## src/rtl/fb_consts.svh

```systemverilog
/* framebuffer display constants
   screen timing, framebuffer geometry and bus widths */

`ifndef FB_CONSTS_SVH
`define FB_CONSTS_SVH

// horizontal timing in pixels
`define H_RES      32   // visible pixels per line
`define H_FS       34   // hsync start
`define H_SE       37   // hsync end
`define H_FULL     40   // total columns

// vertical timing in lines
`define V_RES      24   // visible lines
`define V_FS       25   // vsync start
`define V_SE       26   // vsync end
`define V_FULL     28   // total lines

// sync polarity, 1 is active high
`define H_POL      1
`define V_POL      1

// screen coordinate width
`define CORDW      6

// framebuffer in the top-left corner of the screen
`define FB_WIDTH   16
`define FB_HEIGHT  12
`define FB_PIXELS  192
`define FB_ADDRW   8
`define FB_DATAW   1    // one bit per pixel

// output colour channel width
`define COLRW      8

`endif

```

## src/rtl/fb_pkg.sv

```systemverilog
/* framebuffer display types
   coordinate, address and pixel types plus the line drawer states */

`default_nettype none

`include "fb_consts.svh"

package fb_pkg;

    typedef logic [`CORDW-1:0]    coord_t;     // screen x or y
    typedef logic [`FB_ADDRW-1:0] fb_addr_t;   // framebuffer word address
    typedef logic [`FB_DATAW-1:0] fb_colr_t;   // framebuffer pixel

    // line drawer states
    typedef enum logic [1:0] {
        DRAW_IDLE,   // waiting for a request
        DRAW_WAIT,   // request taken, waiting for vertical blanking
        DRAW_LINE,   // streaming one row of writes
        DRAW_DONE    // one cycle completion
    } draw_state_t;

endpackage

`default_nettype wire

```

## src/rtl/bram_sdp.sv

```systemverilog
/* simple dual-port block RAM
   one write port and one registered read port on a single clock */

`timescale 1ns/10ps
`default_nettype none

module bram_sdp #(
    parameter int WIDTH = 8,     // bits per word
    parameter int DEPTH = 256    // number of words
) (
    input  wire logic                     clk_pix,
    input  wire logic                     we,
    input  wire logic [$clog2(DEPTH)-1:0] addr_write,
    input  wire logic [$clog2(DEPTH)-1:0] addr_read,
    input  wire logic [WIDTH-1:0]         data_in,
    output      logic [WIDTH-1:0]         data_out
);

    logic [WIDTH-1:0] memory [DEPTH];

    // start cleared, no image is loaded
    initial begin
        for (int i = 0; i < DEPTH; i++) begin
            memory[i] = '0;
        end
    end

    // write port
    always @(posedge clk_pix) begin
        if (we) begin
            memory[addr_write] <= data_in;
        end
    end

    // read port, data one cycle after the address
    // a write to the same address shows up on the following read
    always_ff @(posedge clk_pix) begin
        data_out <= memory[addr_read];
    end

endmodule

`default_nettype wire

```

## src/rtl/display_timings.sv

```systemverilog
/* display timings
   raster counters with registered sync and data enable decode,
   every output refers to the same pixel */

`timescale 1ns/10ps
`default_nettype none

`include "fb_consts.svh"

module display_timings (
    input  wire logic   clk_pix,
    input  wire logic   rst_n,
    output fb_pkg::coord_t sx,      // horizontal position
    output fb_pkg::coord_t sy,      // vertical position
    output logic        hsync,
    output logic        vsync,
    output logic        de          // visible area
);
    import fb_pkg::*;

    coord_t sx_next;
    coord_t sy_next;
    logic   hs_next;
    logic   vs_next;
    logic   de_next;

    // next raster position
    always_comb begin
        sx_next = sx + coord_t'(1);
        sy_next = sy;
        if (sx == coord_t'(`H_FULL - 1)) begin
            sx_next = '0;  // end of line
            if (sy == coord_t'(`V_FULL - 1)) begin
                sy_next = '0;  // end of frame
            end else begin
                sy_next = sy + coord_t'(1);
            end
        end
    end

    // decode from the next position so the flops line up with sx and sy
    always_comb begin
        hs_next = (sx_next >= coord_t'(`H_FS)) && (sx_next < coord_t'(`H_SE));
        vs_next = (sy_next >= coord_t'(`V_FS)) && (sy_next < coord_t'(`V_SE));
        de_next = (sx_next < coord_t'(`H_RES)) && (sy_next < coord_t'(`V_RES));
    end

    always_ff @(posedge clk_pix or negedge rst_n) begin
        if (!rst_n) begin
            sx    <= '0;
            sy    <= '0;
            hsync <= !1'(`H_POL);  // (0,0) sits outside both sync pulses
            vsync <= !1'(`V_POL);
            de    <= 1'b1;         // (0,0) is visible
        end else begin
            sx    <= sx_next;
            sy    <= sy_next;
            hsync <= (hs_next == 1'(`H_POL));
            vsync <= (vs_next == 1'(`V_POL));
            de    <= de_next;
        end
    end

endmodule

`default_nettype wire

```

## src/rtl/fb_display_top.sv

```systemverilog
/* framebuffer display top level
   timing generator, line drawer, framebuffer RAM and scanout */

`timescale 1ns/10ps
`default_nettype none

`include "fb_consts.svh"

module fb_display_top (
    input  wire logic             clk_pix,
    input  wire logic             rst_n,
    input  wire logic             draw_req,
    input  wire fb_pkg::coord_t   line_y,
    input  wire fb_pkg::fb_colr_t line_colr,
    output logic                  draw_busy,
    output logic                  draw_done,
    output logic [`COLRW-1:0]     dvi_red,
    output logic [`COLRW-1:0]     dvi_green,
    output logic [`COLRW-1:0]     dvi_blue,
    output logic                  dvi_hsync,
    output logic                  dvi_vsync,
    output logic                  dvi_de
);
    import fb_pkg::*;

    // raster position and timing
    coord_t sx;
    coord_t sy;
    logic   hsync;
    logic   vsync;
    logic   de;

    // framebuffer ports
    logic     fb_we;
    fb_addr_t fb_addr_write;
    fb_addr_t fb_addr_read;
    fb_colr_t fb_colr_write;
    fb_colr_t fb_colr_read;

    display_timings timings_inst (
        .clk_pix,
        .rst_n,
        .sx,
        .sy,
        .hsync,
        .vsync,
        .de
    );

    fb_line_drawer drawer_inst (
        .clk_pix,
        .rst_n,
        .sx,
        .sy,
        .draw_req,
        .line_y,
        .line_colr,
        .fb_we,
        .fb_addr_write,
        .fb_colr_write,
        .draw_busy,
        .draw_done
    );

    bram_sdp #(
        .WIDTH(`FB_DATAW),
        .DEPTH(`FB_PIXELS)
    ) fb_inst (
        .clk_pix,
        .we(fb_we),
        .addr_write(fb_addr_write),
        .addr_read(fb_addr_read),
        .data_in(fb_colr_write),
        .data_out(fb_colr_read)
    );

    fb_scanout scanout_inst (
        .clk_pix,
        .rst_n,
        .sx,
        .sy,
        .hsync,
        .vsync,
        .de,
        .fb_colr_read,
        .fb_addr_read,
        .dvi_red,
        .dvi_green,
        .dvi_blue,
        .dvi_hsync,
        .dvi_vsync,
        .dvi_de
    );

endmodule

`default_nettype wire

```

## src/rtl/fb_line_drawer.sv

```systemverilog
/* framebuffer line drawer
   takes a line request, waits for vertical blanking and
   writes one full framebuffer row in a single burst */

`timescale 1ns/10ps
`default_nettype none

`include "fb_consts.svh"

module fb_line_drawer (
    input  wire logic            clk_pix,
    input  wire logic            rst_n,
    input  wire fb_pkg::coord_t  sx,
    input  wire fb_pkg::coord_t  sy,
    input  wire logic            draw_req,       // one cycle pulse
    input  wire fb_pkg::coord_t  line_y,         // row to paint
    input  wire fb_pkg::fb_colr_t line_colr,     // colour to paint
    output logic                 fb_we,
    output fb_pkg::fb_addr_t     fb_addr_write,
    output fb_pkg::fb_colr_t     fb_colr_write,
    output logic                 draw_busy,
    output logic                 draw_done
);
    import fb_pkg::*;

    localparam int COLW = $clog2(`FB_WIDTH);

    draw_state_t     state;
    logic [COLW-1:0] col;          // column within the row
    fb_addr_t        row_base;     // address of column 0 of the row
    fb_colr_t        colr_q;
    coord_t          y_clamped;
    logic            req_take;
    logic            blank_start;

    always_comb begin
        if (line_y >= coord_t'(`FB_HEIGHT)) begin
            y_clamped = coord_t'(`FB_HEIGHT - 1);  // stay inside the framebuffer
        end else begin
            y_clamped = line_y;
        end
    end

    assign req_take    = (state == DRAW_IDLE) && draw_req;
    assign blank_start = (sy == coord_t'(`V_RES)) && (sx == '0);  // first blanking cycle

    always_ff @(posedge clk_pix or negedge rst_n) begin
        if (!rst_n) begin
            state <= DRAW_IDLE;
            col   <= '0;
        end else begin
            case (state)
                DRAW_IDLE: begin
                    col <= '0;
                    if (draw_req) state <= DRAW_WAIT;
                end
                DRAW_WAIT: begin
                    if (blank_start) state <= DRAW_LINE;
                end
                DRAW_LINE: begin
                    col <= col + 1'b1;
                    if (col == COLW'(`FB_WIDTH - 1)) state <= DRAW_DONE;
                end
                DRAW_DONE: state <= DRAW_IDLE;
                default:   state <= DRAW_IDLE;
            endcase
        end
    end

    // row and colour are held for the whole burst
    always_ff @(posedge clk_pix) begin
        if (req_take) begin
            row_base <= fb_addr_t'(y_clamped) * fb_addr_t'(`FB_WIDTH);
            colr_q   <= line_colr;
        end
    end

    always_comb begin
        fb_we         = (state == DRAW_LINE);
        fb_addr_write = row_base + fb_addr_t'(col);
        fb_colr_write = colr_q;
        draw_busy     = (state == DRAW_WAIT) || (state == DRAW_LINE);
        draw_done     = (state == DRAW_DONE);  // busy drops on the same cycle
    end

endmodule

`default_nettype wire

```

## src/rtl/fb_scanout.sv

```systemverilog
/* framebuffer scanout
   raster read of the framebuffer window and registered
   colour, sync and data enable outputs for a DVI encoder */

`timescale 1ns/10ps
`default_nettype none

`include "fb_consts.svh"

module fb_scanout (
    input  wire logic             clk_pix,
    input  wire logic             rst_n,
    input  wire fb_pkg::coord_t   sx,
    input  wire fb_pkg::coord_t   sy,
    input  wire logic             hsync,
    input  wire logic             vsync,
    input  wire logic             de,
    input  wire fb_pkg::fb_colr_t fb_colr_read,    // RAM data, one cycle late
    output fb_pkg::fb_addr_t      fb_addr_read,
    output logic [`COLRW-1:0]     dvi_red,
    output logic [`COLRW-1:0]     dvi_green,
    output logic [`COLRW-1:0]     dvi_blue,
    output logic                  dvi_hsync,
    output logic                  dvi_vsync,
    output logic                  dvi_de
);
    import fb_pkg::*;

    logic fb_active;     // current pixel inside the framebuffer window
    logic frame_end;
    logic active_q;      // stage 1, aligned with RAM data
    logic hsync_q;
    logic vsync_q;
    logic de_q;
    logic pix_on;

    always_comb begin
        fb_active = (sx < coord_t'(`FB_WIDTH)) && (sy < coord_t'(`FB_HEIGHT));
        frame_end = (sx == coord_t'(`H_FULL - 1)) && (sy == coord_t'(`V_FULL - 1));
    end

    // read address is the raster index of the current pixel
    always_ff @(posedge clk_pix or negedge rst_n) begin
        if (!rst_n) begin
            fb_addr_read <= '0;
        end else if (frame_end) begin
            fb_addr_read <= '0;
        end else if (fb_active) begin
            fb_addr_read <= fb_addr_read + fb_addr_t'(1);
        end
    end

    always_ff @(posedge clk_pix or negedge rst_n) begin
        if (!rst_n) begin
            active_q <= 1'b0;
            hsync_q  <= 1'b0;
            vsync_q  <= 1'b0;
            de_q     <= 1'b0;
        end else begin
            active_q <= fb_active;
            hsync_q  <= hsync;
            vsync_q  <= vsync;
            de_q     <= de;
        end
    end

    assign pix_on = active_q && (fb_colr_read != '0);  // black outside the window

    always_ff @(posedge clk_pix or negedge rst_n) begin
        if (!rst_n) begin
            dvi_red   <= '0;
            dvi_green <= '0;
            dvi_blue  <= '0;
            dvi_hsync <= 1'b0;
            dvi_vsync <= 1'b0;
            dvi_de    <= 1'b0;
        end else begin
            dvi_red   <= pix_on ? '1 : '0;  // white or black
            dvi_green <= pix_on ? '1 : '0;
            dvi_blue  <= pix_on ? '1 : '0;
            dvi_hsync <= hsync_q;
            dvi_vsync <= vsync_q;
            dvi_de    <= de_q;
        end
    end

endmodule

`default_nettype wire

```

## config.mk

```make
export PLATFORM = sky130hd
export DESIGN_NAME = fb_display_top
export DESIGN_NICKNAME = d
export VERILOG_FILES = /design/src/rtl/fb_pkg.sv /design/src/rtl/bram_sdp.sv /design/src/rtl/display_timings.sv /design/src/rtl/fb_display_top.sv /design/src/rtl/fb_line_drawer.sv /design/src/rtl/fb_scanout.sv
export VERILOG_INCLUDE_DIRS = /design/src /design/src/rtl
export SDC_FILE = /design/constraint.sdc
export NUM_CORES = 1
export LEC_CHECK = 0
export ABC_CLOCK_PERIOD_IN_PS = 3690
export BUFFER_PORTS_ARGS = -buffer_cell sky130_fd_sc_hd__buf_4
export CAP_MARGIN = 25
export CELL_PAD_IN_SITES_DETAIL_PLACEMENT = 1
export CELL_PAD_IN_SITES_GLOBAL_PLACEMENT = 1
export CORE_ASPECT_RATIO = 0.7
export CORE_MARGIN = 8
export CORE_UTILIZATION = 48
export DETAILED_ROUTE_END_ITERATION = 8
export GPL_TIMING_DRIVEN = 0
export PLACE_DENSITY_LB_ADDON = 0.25
export SYNTH_ARGS = -nofsm -noshare
export SYNTH_HDL_FRONTEND = slang
export SYNTH_HIERARCHICAL = 1
export SYNTH_SLANG_ARGS = --single-unit
```

## constraint.sdc

```tcl
create_clock -name clk_pix -period 3.69 [get_ports clk_pix]
set_clock_uncertainty 0.05 [all_clocks]
set_input_delay 0.738 -clock clk_pix [delete_from_list [all_inputs] [get_ports clk_pix]]
set_output_delay 0.738 -clock clk_pix [all_outputs]
set_load 0.01 [all_outputs]
```

After elaboration in Yosys (flattened, before gate mapping). Memory sizes are Yosys's and may differ from the RTL's. A register that Yosys moved wholly into a read port is not among the register bits. Cells that the tools add are included.

Reduce and logical (&&, ||, !) cells: 14. $lt $le $gt $ge: 9. Add/sub/neg operators: 5. Muxes and demuxes: 13. Eq/ne operators: 10.

Operator list (number): two-way mux 8 bit (3); less-than comparator 6 x 5 -> 1 bit (second input constant) (3); two-way mux 6 bit (3); adder 6 x 1 -> 6 bit (second input constant) (2); equality test 6 x 5 -> 1 bit (second input constant) (2); less-than comparator 6 bit (second input constant) (2); adder 8 x 1 -> 8 bit (second input constant) (1); adder 8 x 4 -> 8 bit (1); logical AND 1 bit (8); one-hot mux 2 bit (4 select lines) (1); one-hot mux 4 bit (2 select lines) (1); equality test 6 bit (second input constant) (1); >= comparator 6 x 4 -> 1 bit (second input constant) (1); >= comparator 6 x 5 -> 1 bit (second input constant) (1); >= comparator 6 bit (second input constant) (1); zero test 6 bit (1); less-than comparator 6 x 4 -> 1 bit (second input constant) (1); two-way mux 2 bit (3); adder 4 x 1 -> 4 bit (second input constant) (1); equality test 2 bit (second input constant) (2); equality test 4 bit (second input constant) (1); != test 2 bit (second input constant) (2); nonzero test 2 bit (2); AND reduction 3 bit (1); other kinds (5) (6).

RAM bits: 192. Bits of input ports: 10. Flip-flop bits (word level): 49. Memories: 1. Output and inout bits: 29. Logic and storage cells: 70.

Memory list: fb_inst.memory (words 192, width 1, rd ports 1, clocked after Yosys merged registers in 1, write ports 1, RTL line bram_sdp.sv:19) `logic [WIDTH-1:0] memory [DEPTH];`.

Logic depth before layout (Yosys ltp). Gate-level depths: netlist (run 1).

Word-level depth: 5. Mapped depth: 10. Gate-level depth less buffers: 6.

By module. The synthesis (run 1) kept the hierarchy.

By module, submodules not included: bram_sdp (instances 1, cells each 630, area each 8673.3 um2, sequential area each 5785.5 um2); fb_scanout (instances 1, cells each 84, area each 880.8 um2, sequential area each 400.4 um2); display_timings (instances 1, cells each 82, area each 853.3 um2, sequential area each 376.6 um2); fb_line_drawer (instances 1, cells each 44, area each 574.3 um2, sequential area each 300.3 um2).

Worst setup path after synthesis (run 1). OpenSTA, ideal clock, no wires.

Path kind: flip-flop to flip-flop. Start: register drawer_inst.colr_q (netlist: drawer_inst/fb_colr_write). End: memory fb_inst/memory[0] in the netlist's numbering, data pin. Clock period less this slack: 3.209 ns. Arrival: 2.496 ns. Required time: 2.977 ns. Path slack: 0.481 ns. Buffers on the path: 0. Setup time: 0.663 ns. Cell stages (with the launch flop): 1. Cell sequence: edfxtp_1.

RTL lines: start, declared (RTL line fb_line_drawer.sv:31) `fb_colr_t colr_q;`; start signal, assigned (RTL line fb_line_drawer.sv:74) `colr_q <= line_colr;`; end, declared (RTL line bram_sdp.sv:19).

Straight into the memory's write port.

Worst setup path in the final report (run 1).
Start: register drawer_inst.state[0]. End: memory fb_inst/memory[187] in the netlist's numbering, enable pin.

Cells in the longest elaborated chain, start to end: 3.

Ends and longest elaborated chain: start, declared (RTL line fb_line_drawer.sv:28) `draw_state_t state;`; start signal, assigned (RTL line fb_line_drawer.sv:49) `state <= DRAW_IDLE;`; start signal, assigned (RTL line fb_line_drawer.sv:55) `if (draw_req) state <= DRAW_WAIT;`; start signal, assigned (RTL line fb_line_drawer.sv:58) `if (blank_start) state <= DRAW_LINE;`; equality test 2 bit (RTL line fb_line_drawer.sv:79) `fb_we = (state == DRAW_LINE);`; named net fb_we (RTL line fb_display_top.sv:34) `logic fb_we;`; two-way mux 1 bit (RTL line bram_sdp.sv:30) `if (we) begin`; two-way mux 1 bit (implied by the code) (RTL line bram_sdp.sv:31) `memory[addr_write] <= data_in;`.

The timed path passes the listed nets, and every way through them passes these cells.

==> results of run 1 <==
[report_power, final]
part | switching, W | internal (W)
registers | 0 | 0.00284
logic | 0.0000111 | 0.00000705
clock network | 0.00101 | 0.00158
total | 0.00102 | 0.00443
[cell type report]
class	count	area share
Multi-Input combinational cell	528	0.2858
Inverter	9	0.002668
Tap cell	312	0.03083
Timing Repair Buffer	44	0.03557
Buffer	68	0.03686
Clock inverter	11	0.01206
Clock buffer	33	0.05425
Sequential cell	235	0.5420
[cell usage after synthesis (3+ instances only)]
cell and n:
nor2_1 211, edfxtp_1 197, nand3_1 37, dfrtp_1 36, nand2_1 33, mux2i_1 29, buf_4 24, clkbuf_1 22
nor2b_1 20, mux4_2 19, a21oi_1 16, mux4_1 14, nand4_1 14, a22oi_1 11, buf_6 11, ha_1 10
inv_1 9, o21ai_0 8, a22o_1 7, nor4_1 6, and2_1 5, nor3_1 5, o22ai_1 5, or3_1 5
a2111oi_0 4, a31oi_1 4, buf_1 4, buf_2 4, nand4b_1 4, a211oi_1 3, a311oi_1 3, nor4b_2 3
o31ai_1 3, or4_1 3, xor2_1 3
[final timing paths]
path	from	cells past startpoint	end	slack [ns]
worst max-delay path	drawer_inst/state[0]	6	fb_inst/memory[187]	0.53
worst min-delay path	rst_n	1	scanout_inst/dvi_vsync	0.13
min in group clk_pix	scanout_inst/hsync_q	0	scanout_inst/dvi_hsync	0.30
max in group asynchronous	rst_n	1	timings_inst/de	3.09
worst min register to register	scanout_inst/hsync_q	0	scanout_inst/dvi_hsync	0.30
worst max register to register	drawer_inst/state[0]	6	fb_inst/memory[187]	0.53
[worst reg2reg max path, cell delays in order, from the launching register on]
cell      delay [ns]
dfrtp_1         0.41
inv_1           0.13
ha_1            0.40
clkbuf_1        0.39
buf_1           0.40
nand4_1         0.69
nor2_1          0.37
[per-stage QoR]
step	utilization	TNS [ns]	instance area (sq um)	total power [W]
6_report	0.5612	0	12660	0.005450
3_3_place_gp	0.5167	-234.22	11660	0.002914
2_1_floorplan	-	0	10980	0.002897
3_5_place_dp	0.5240	0	11820	0.002915
4_1_cts	0.5612	0	12660	0.005500
5_1_grt	0.5612	0	12660	0.005586
[flip-flops by register name, summed over array words and instances (netlist names), 2 cells and up]
signal,count
fb_inst/memory,192
drawer_inst/row_base,4
timings_inst/sx,6
scanout_inst/fb_addr_read,8
drawer_inst/col,4
timings_inst/sy,6
drawer_inst/state,2
[layer usage]
metal	GRT usage	part of all wire	up-vias
met5	0	0	-
met4	0.05014	0.020	0
met3	0.04441	0.082	50
met2	0.3286	0.44	278
met1	0.3172	0.46	3820
li1	-	-	3263
[kinds of logic after synthesis]
| logic type | synth area share |
|---|---|
| xor+xnor | 0.003988 |
| flops | 0.6249 |
| simple gates | 0.1585 |
| buf+inv | 0.04557 |
| mux | 0.1020 |
| fa+ha+maj | 0.01230 |
| compound gates | 0.05275 |
==> run_results.csv, run 1 <==
group,metric,value,unit
run_status,status,"complete, no violations",
critical_path,crit_type,"flop to flop",
floorplan,die_h,142.6,um
logic_synthesis,synthArstFlopShare,0.1574,
timing,drv_slew,0,
critical_path,cp.required,3.84,ns
global_routing,grt_first_pass_wirelength,45620,um
place,dp_slack,0.5901,ns
logic_synthesis,synth_seq_cells,235,
cts,postCtsHoldBufs,0,
logic_synthesis,synth_area,10980,sq um
place,portBuffers,38,
logic_synthesis,syn_inst,840,
cells_and_area,seq_area,6863,sq um
logic_synthesis,syn-num-nets,860,
logic_synthesis,synth.yosys.seq_area_share,0.6249,
logic_synthesis,synthFlopType,"edfxtp_1",
floorplan,fp.dieW,196.8,um
timing,hold_viol_final,0,
global_routing,overflow,0,
place,dp_hpwl,20360,um
cells_and_area,fill_cells,2295,
cts,cts_tree,"yes",
global_routing,grt_pass1_vias,7436,
floorplan,coreArea,22560,sq um
hold_path,hold_path.class,"input pin to asynchronous set/reset pin",
cts,clkTransAtPathRegs,0.06,ns
logic_synthesis,yosysTopAreaCell,"edfxtp_1",
route,dr.first_iter.drc_count,962,
floorplan,pin_count,39,
logic_synthesis,yosys_warnings,6,
route,drt_first_pass_iters,5,
global_routing,grt.total_usage,0.2168,
route,wirelength,30200,um
flow_run,drv_cap,0,
place,place_congestion,0.8174,
critical_path,cp-end-kind,"flop",
cells_and_area,areaGrowthSynthToFinish,15.30,%
critical_path,critical_path.max_fanout,10,
route,postRouteAntennaNets,0,
floorplan,die-area,28050,sq um
timing,slew_headroom,0.3519,
logic_synthesis,synth_edf_count,197,
floorplan,rows,46,
place,dp_cells,1196,
route,vias_per_cell,5.977,
cells_and_area,diodes,0,
floorplan,start_util,0.4867,
cts,root_buffer,"clkbuf_16",
cells_and_area,final_common_cell,"nor2_1",
logic_synthesis,ys_top_cells_by_area,"edfxtp_1 54%, dfrtp_1 8.2%, nor2_1 7.2%",
logic_synthesis,synth_cell_types,75,
power,p_leak,4.224,nW
cts,cts_buffer_depth,3,
timing,rsz0062_at_grt,"false",
timing,fmax,316.7,MHz
critical_path,crit_family,"simple AND/OR/NAND/NOR gates",
cts,insertion_delay,0.52,ns
cells_and_area,multi_input_area,3618,sq um
route,wl_per_cell,24.35,um
logic_synthesis,synth_top_area_share,0.5387,
critical_path,cp_slowest_cell,"nand4_1",
cts,cts-resized-gates,0,
cts,clock-sinks,235,
critical_path,cp_cell_sequence,"inv_1, ha_1, clkbuf_1, buf_1, nand4_1, nor2_1",
global_routing,antenna_found_initial,0,
critical_path,arrival,3.31,ns
cells_and_area,instances_no_fill,1240,
logic_synthesis,avgSynthCellArea,13.07,sq um
timing,finalCriticalPeriod,3.158,ns
timing,layout_worst_path_cycle_share,0.8558,
critical_path,cp-start-kind,"flop",
timing,final-setup-viol-count,0,
timing,holdWs,0.1339,ns
cts,htreeDepth,1,
timing,layout_setup_ws,0.5320,ns
power,ir_worst_vdd,0.2912,mV
critical_path,slowest_delay,0.69,ns
power,power_density,430.4,nW/um^2
cells_and_area,final_cell_mix,"211 x nor2_1, 197 x edfxtp_1, 62 x buf_4",
cts,cts_buffers,24,
cells_and_area,drive_gt1_frac,0.1746,
global_routing,grt_max_degree,38,
critical_path,crit_buf_inv,3,
route,vias,7411,
cts,cts_setup_buffers,0,
cells_and_area,fin_nets,930,
timing,worst_pin_slew,0.9721,ns
route,drc,0,
Note: power is estimated with default switching activity, not from simulation.
==> run 2, diff against run 1 <==
--- a/config.mk
+++ b/config.mk
@@ -6,7 +6,7 @@
 export SDC_FILE = /design/constraint.sdc
 export NUM_CORES = 1
 export LEC_CHECK = 0
-export ABC_CLOCK_PERIOD_IN_PS = 3690
+export ABC_CLOCK_PERIOD_IN_PS = 3200
 export BUFFER_PORTS_ARGS = -buffer_cell sky130_fd_sc_hd__buf_4
 export CAP_MARGIN = 25
 export CELL_PAD_IN_SITES_DETAIL_PLACEMENT = 1
@@ -17,6 +17,7 @@
 export DETAILED_ROUTE_END_ITERATION = 8
 export GPL_TIMING_DRIVEN = 0
 export PLACE_DENSITY_LB_ADDON = 0.25
+export SKIP_CTS_REPAIR_TIMING = 1
 export SYNTH_ARGS = -nofsm -noshare
 export SYNTH_HDL_FRONTEND = slang
 export SYNTH_HIERARCHICAL = 1
==> constraint.sdc (replaced) <==
create_clock -name clk_pix -period 3.2 [get_ports clk_pix]
set_clock_uncertainty 0.05 [all_clocks]
set_input_delay 0.64 -clock clk_pix [delete_from_list [all_inputs] [get_ports clk_pix]]
set_output_delay 0.64 -clock clk_pix [all_outputs]
set_load 0.01 [all_outputs]
==> run 2 against run 1 <==
Net effect:
- via count is 1.4% higher
- fmax is 3.2% higher
- worst hold slack got worse by 0.10 ns
- die area unchanged
- sequential cell count unchanged
- register-to-register slack worse by 0.39 ns
- clock power is 15% higher
- count of clock-buffer cells in the layout is the same
- routed wire length increased by 0.38%
==> run_results.csv, run 2 (synthesized netlist as in run 1, its figures left out) <==
group,metric,value,unit
global_routing,grt_pass1_vias,7436,
place,placed_area,11820,sq um
cells_and_area,largest_register_ffs,192,
cells_and_area,instances_no_fill,1244,
power,ir_worst_vdd,0.3352,mV
cts,clock-sinks,235,
critical_path,cp_slowest_cell,"buf_1",
route,vias,7512,
power,power,0.006289,W
power,power_density,494.8,nW/um^2
cells_and_area,fin_util,0.5634,
critical_path,cp-start-kind,"flop",
global_routing,overflow,0,
flow_run,drv_cap,0,
cells_and_area,final_common_cell,"nor2_1",
critical_path,cp-end-kind,"flop",
critical_path,cp_cell_sequence,"buf_1, nand3_1, o22ai_1, nor4_1, a31oi_1, o22ai_1, a311oi_1",
timing,worst_pin_slew,0.9615,ns
cells_and_area,top_register,"fb_inst/memory",
place,dp_cells,1196,
place,portBuffers,38,
cells_and_area,final_cell_mix,"211 x nor2_1, 197 x edfxtp_1, 66 x buf_4",
timing,layout_worst_path_cycle_share,0.9560,
place,place_congestion,0.8174,
floorplan,rows,46,
floorplan,die_h,142.6,um
critical_path,slowest_delay,0.77,ns
critical_path,worstRegToRegCells,7,
global_routing,antenna_found_initial,0,
cells_and_area,top_regs,"fb_inst/memory x192, scanout_inst/fb_addr_read x8",
route,wl_per_cell,24.37,um
timing,rsz0062_at_grt,"false",
cells_and_area,multi_input_area,3638,sq um
cts,clkTransAtPathRegs,0.06,ns
cts,cts_tree,"yes",
floorplan,coreArea,22560,sq um
hold_path,hold_path.class,"input pin to asynchronous set/reset pin",
global_routing,grt.total_usage,0.2168,
floorplan,pin_count,39,
route,dr.first_iter.drc_count,840,
cells_and_area,drive_gt1_frac,0.1824,
floorplan,fp.dieW,196.8,um
cts,htreeDepth,1,
timing,slew_headroom,0.3590,
timing,drv_slew,0,
cells_and_area,final_area,12710,sq um
critical_path,crit_buf_inv,1,
route,wirelength,30310,um
cells_and_area,fin_nets,934,
cells_and_area,areaGrowthSynthToFinish,15.76,%
timing,finalCriticalPeriod,3.059,ns
cells_and_area,fill_cells,2289,
critical_path,critPathMostFrequentCell,"o22ai_1",
floorplan,start_util,0.4867,
cells_and_area,seq_area,6863,sq um
global_routing,grt_max_degree,38,
route,postRouteAntennaNets,0,
timing,final.setup.tns,0,ns
cts,cts_buffers,24,
cts,cts_buffer_depth,3,
route,drt_first_pass_iters,6,
route,vias_per_cell,6.039,
route,drc,0,
critical_path,crit_type,"flop to flop",
critical_path,crit_cells,7,
place,dp_hpwl,20360,um
power,p_leak,4.242,nW
cells_and_area,diodes,0,
global_routing,grt_first_pass_wirelength,45620,um
critical_path,cp.required,3.54,ns
run_status,status,"complete, no violations",
critical_path,arrival,3.40,ns
cts,insertion_delay,0.52,ns
cts,root_buffer,"clkbuf_16",
timing,final-setup-viol-count,0,
timing,fmax,326.9,MHz
floorplan,die-area,28050,sq um
timing,hold_viol_final,0,
critical_path,critical_path.max_fanout,10,
critical_path,crit_family,"compound AO/OA/AOI/OAI gates",
run 2: final timing paths:
kind / from / endpoint / slack [ns]
setup / recovery: scanout_inst/fb_addr_read[3] / fb_inst/data_out / 0.14
hold / removal: rst_n / scanout_inst/dvi_vsync / 0.03
setup reg to reg: scanout_inst/fb_addr_read[3] / fb_inst/data_out / 0.14
hold reg to reg: scanout_inst/hsync_q / scanout_inst/dvi_hsync / 0.30
max in group asynchronous: rst_n / timings_inst/de / 2.70
min in group clk_pix: line_colr / drawer_inst/fb_colr_write / 0.24
run 2: metal layers:
metal  GRT usage  wire (um)  vias up
li1            -          -     3265
met1      0.3172      13750     3857
met2      0.3286      13320      335
met3     0.04441       2633       55
met4     0.05014        607        0
met5           0          0        -
run 2: through the flow:
stage               worst slack, ns  hold slack, ns
floorplan                 -0.008861          0.2812
global placement             -1.727          0.2830
detailed placement           0.1001          0.2878
CTS                         0.06103         0.04497
global route                0.01756         0.08029
finish                       0.1409         0.03373
run 2: layout make-up:
cell class | count | area share
Sequential cell | 235 | 0.5399
Multi-Input combinational cell | 528 | 0.2862
Clock buffer | 33 | 0.05404
Timing Repair Buffer | 48 | 0.03780
Buffer | 68 | 0.03671
Tap cell | 312 | 0.03071
Clock inverter | 11 | 0.01201
Inverter | 9 | 0.002657
run 2: report_power, final:
part | internal [W] | switching [W] | total (W)
clock network | 0.00182 | 0.00117 | 0.00299
registers | 0.00327 | 0 | 0.00327
logic | 0.00000813 | 0.0000127 | 0.0000208
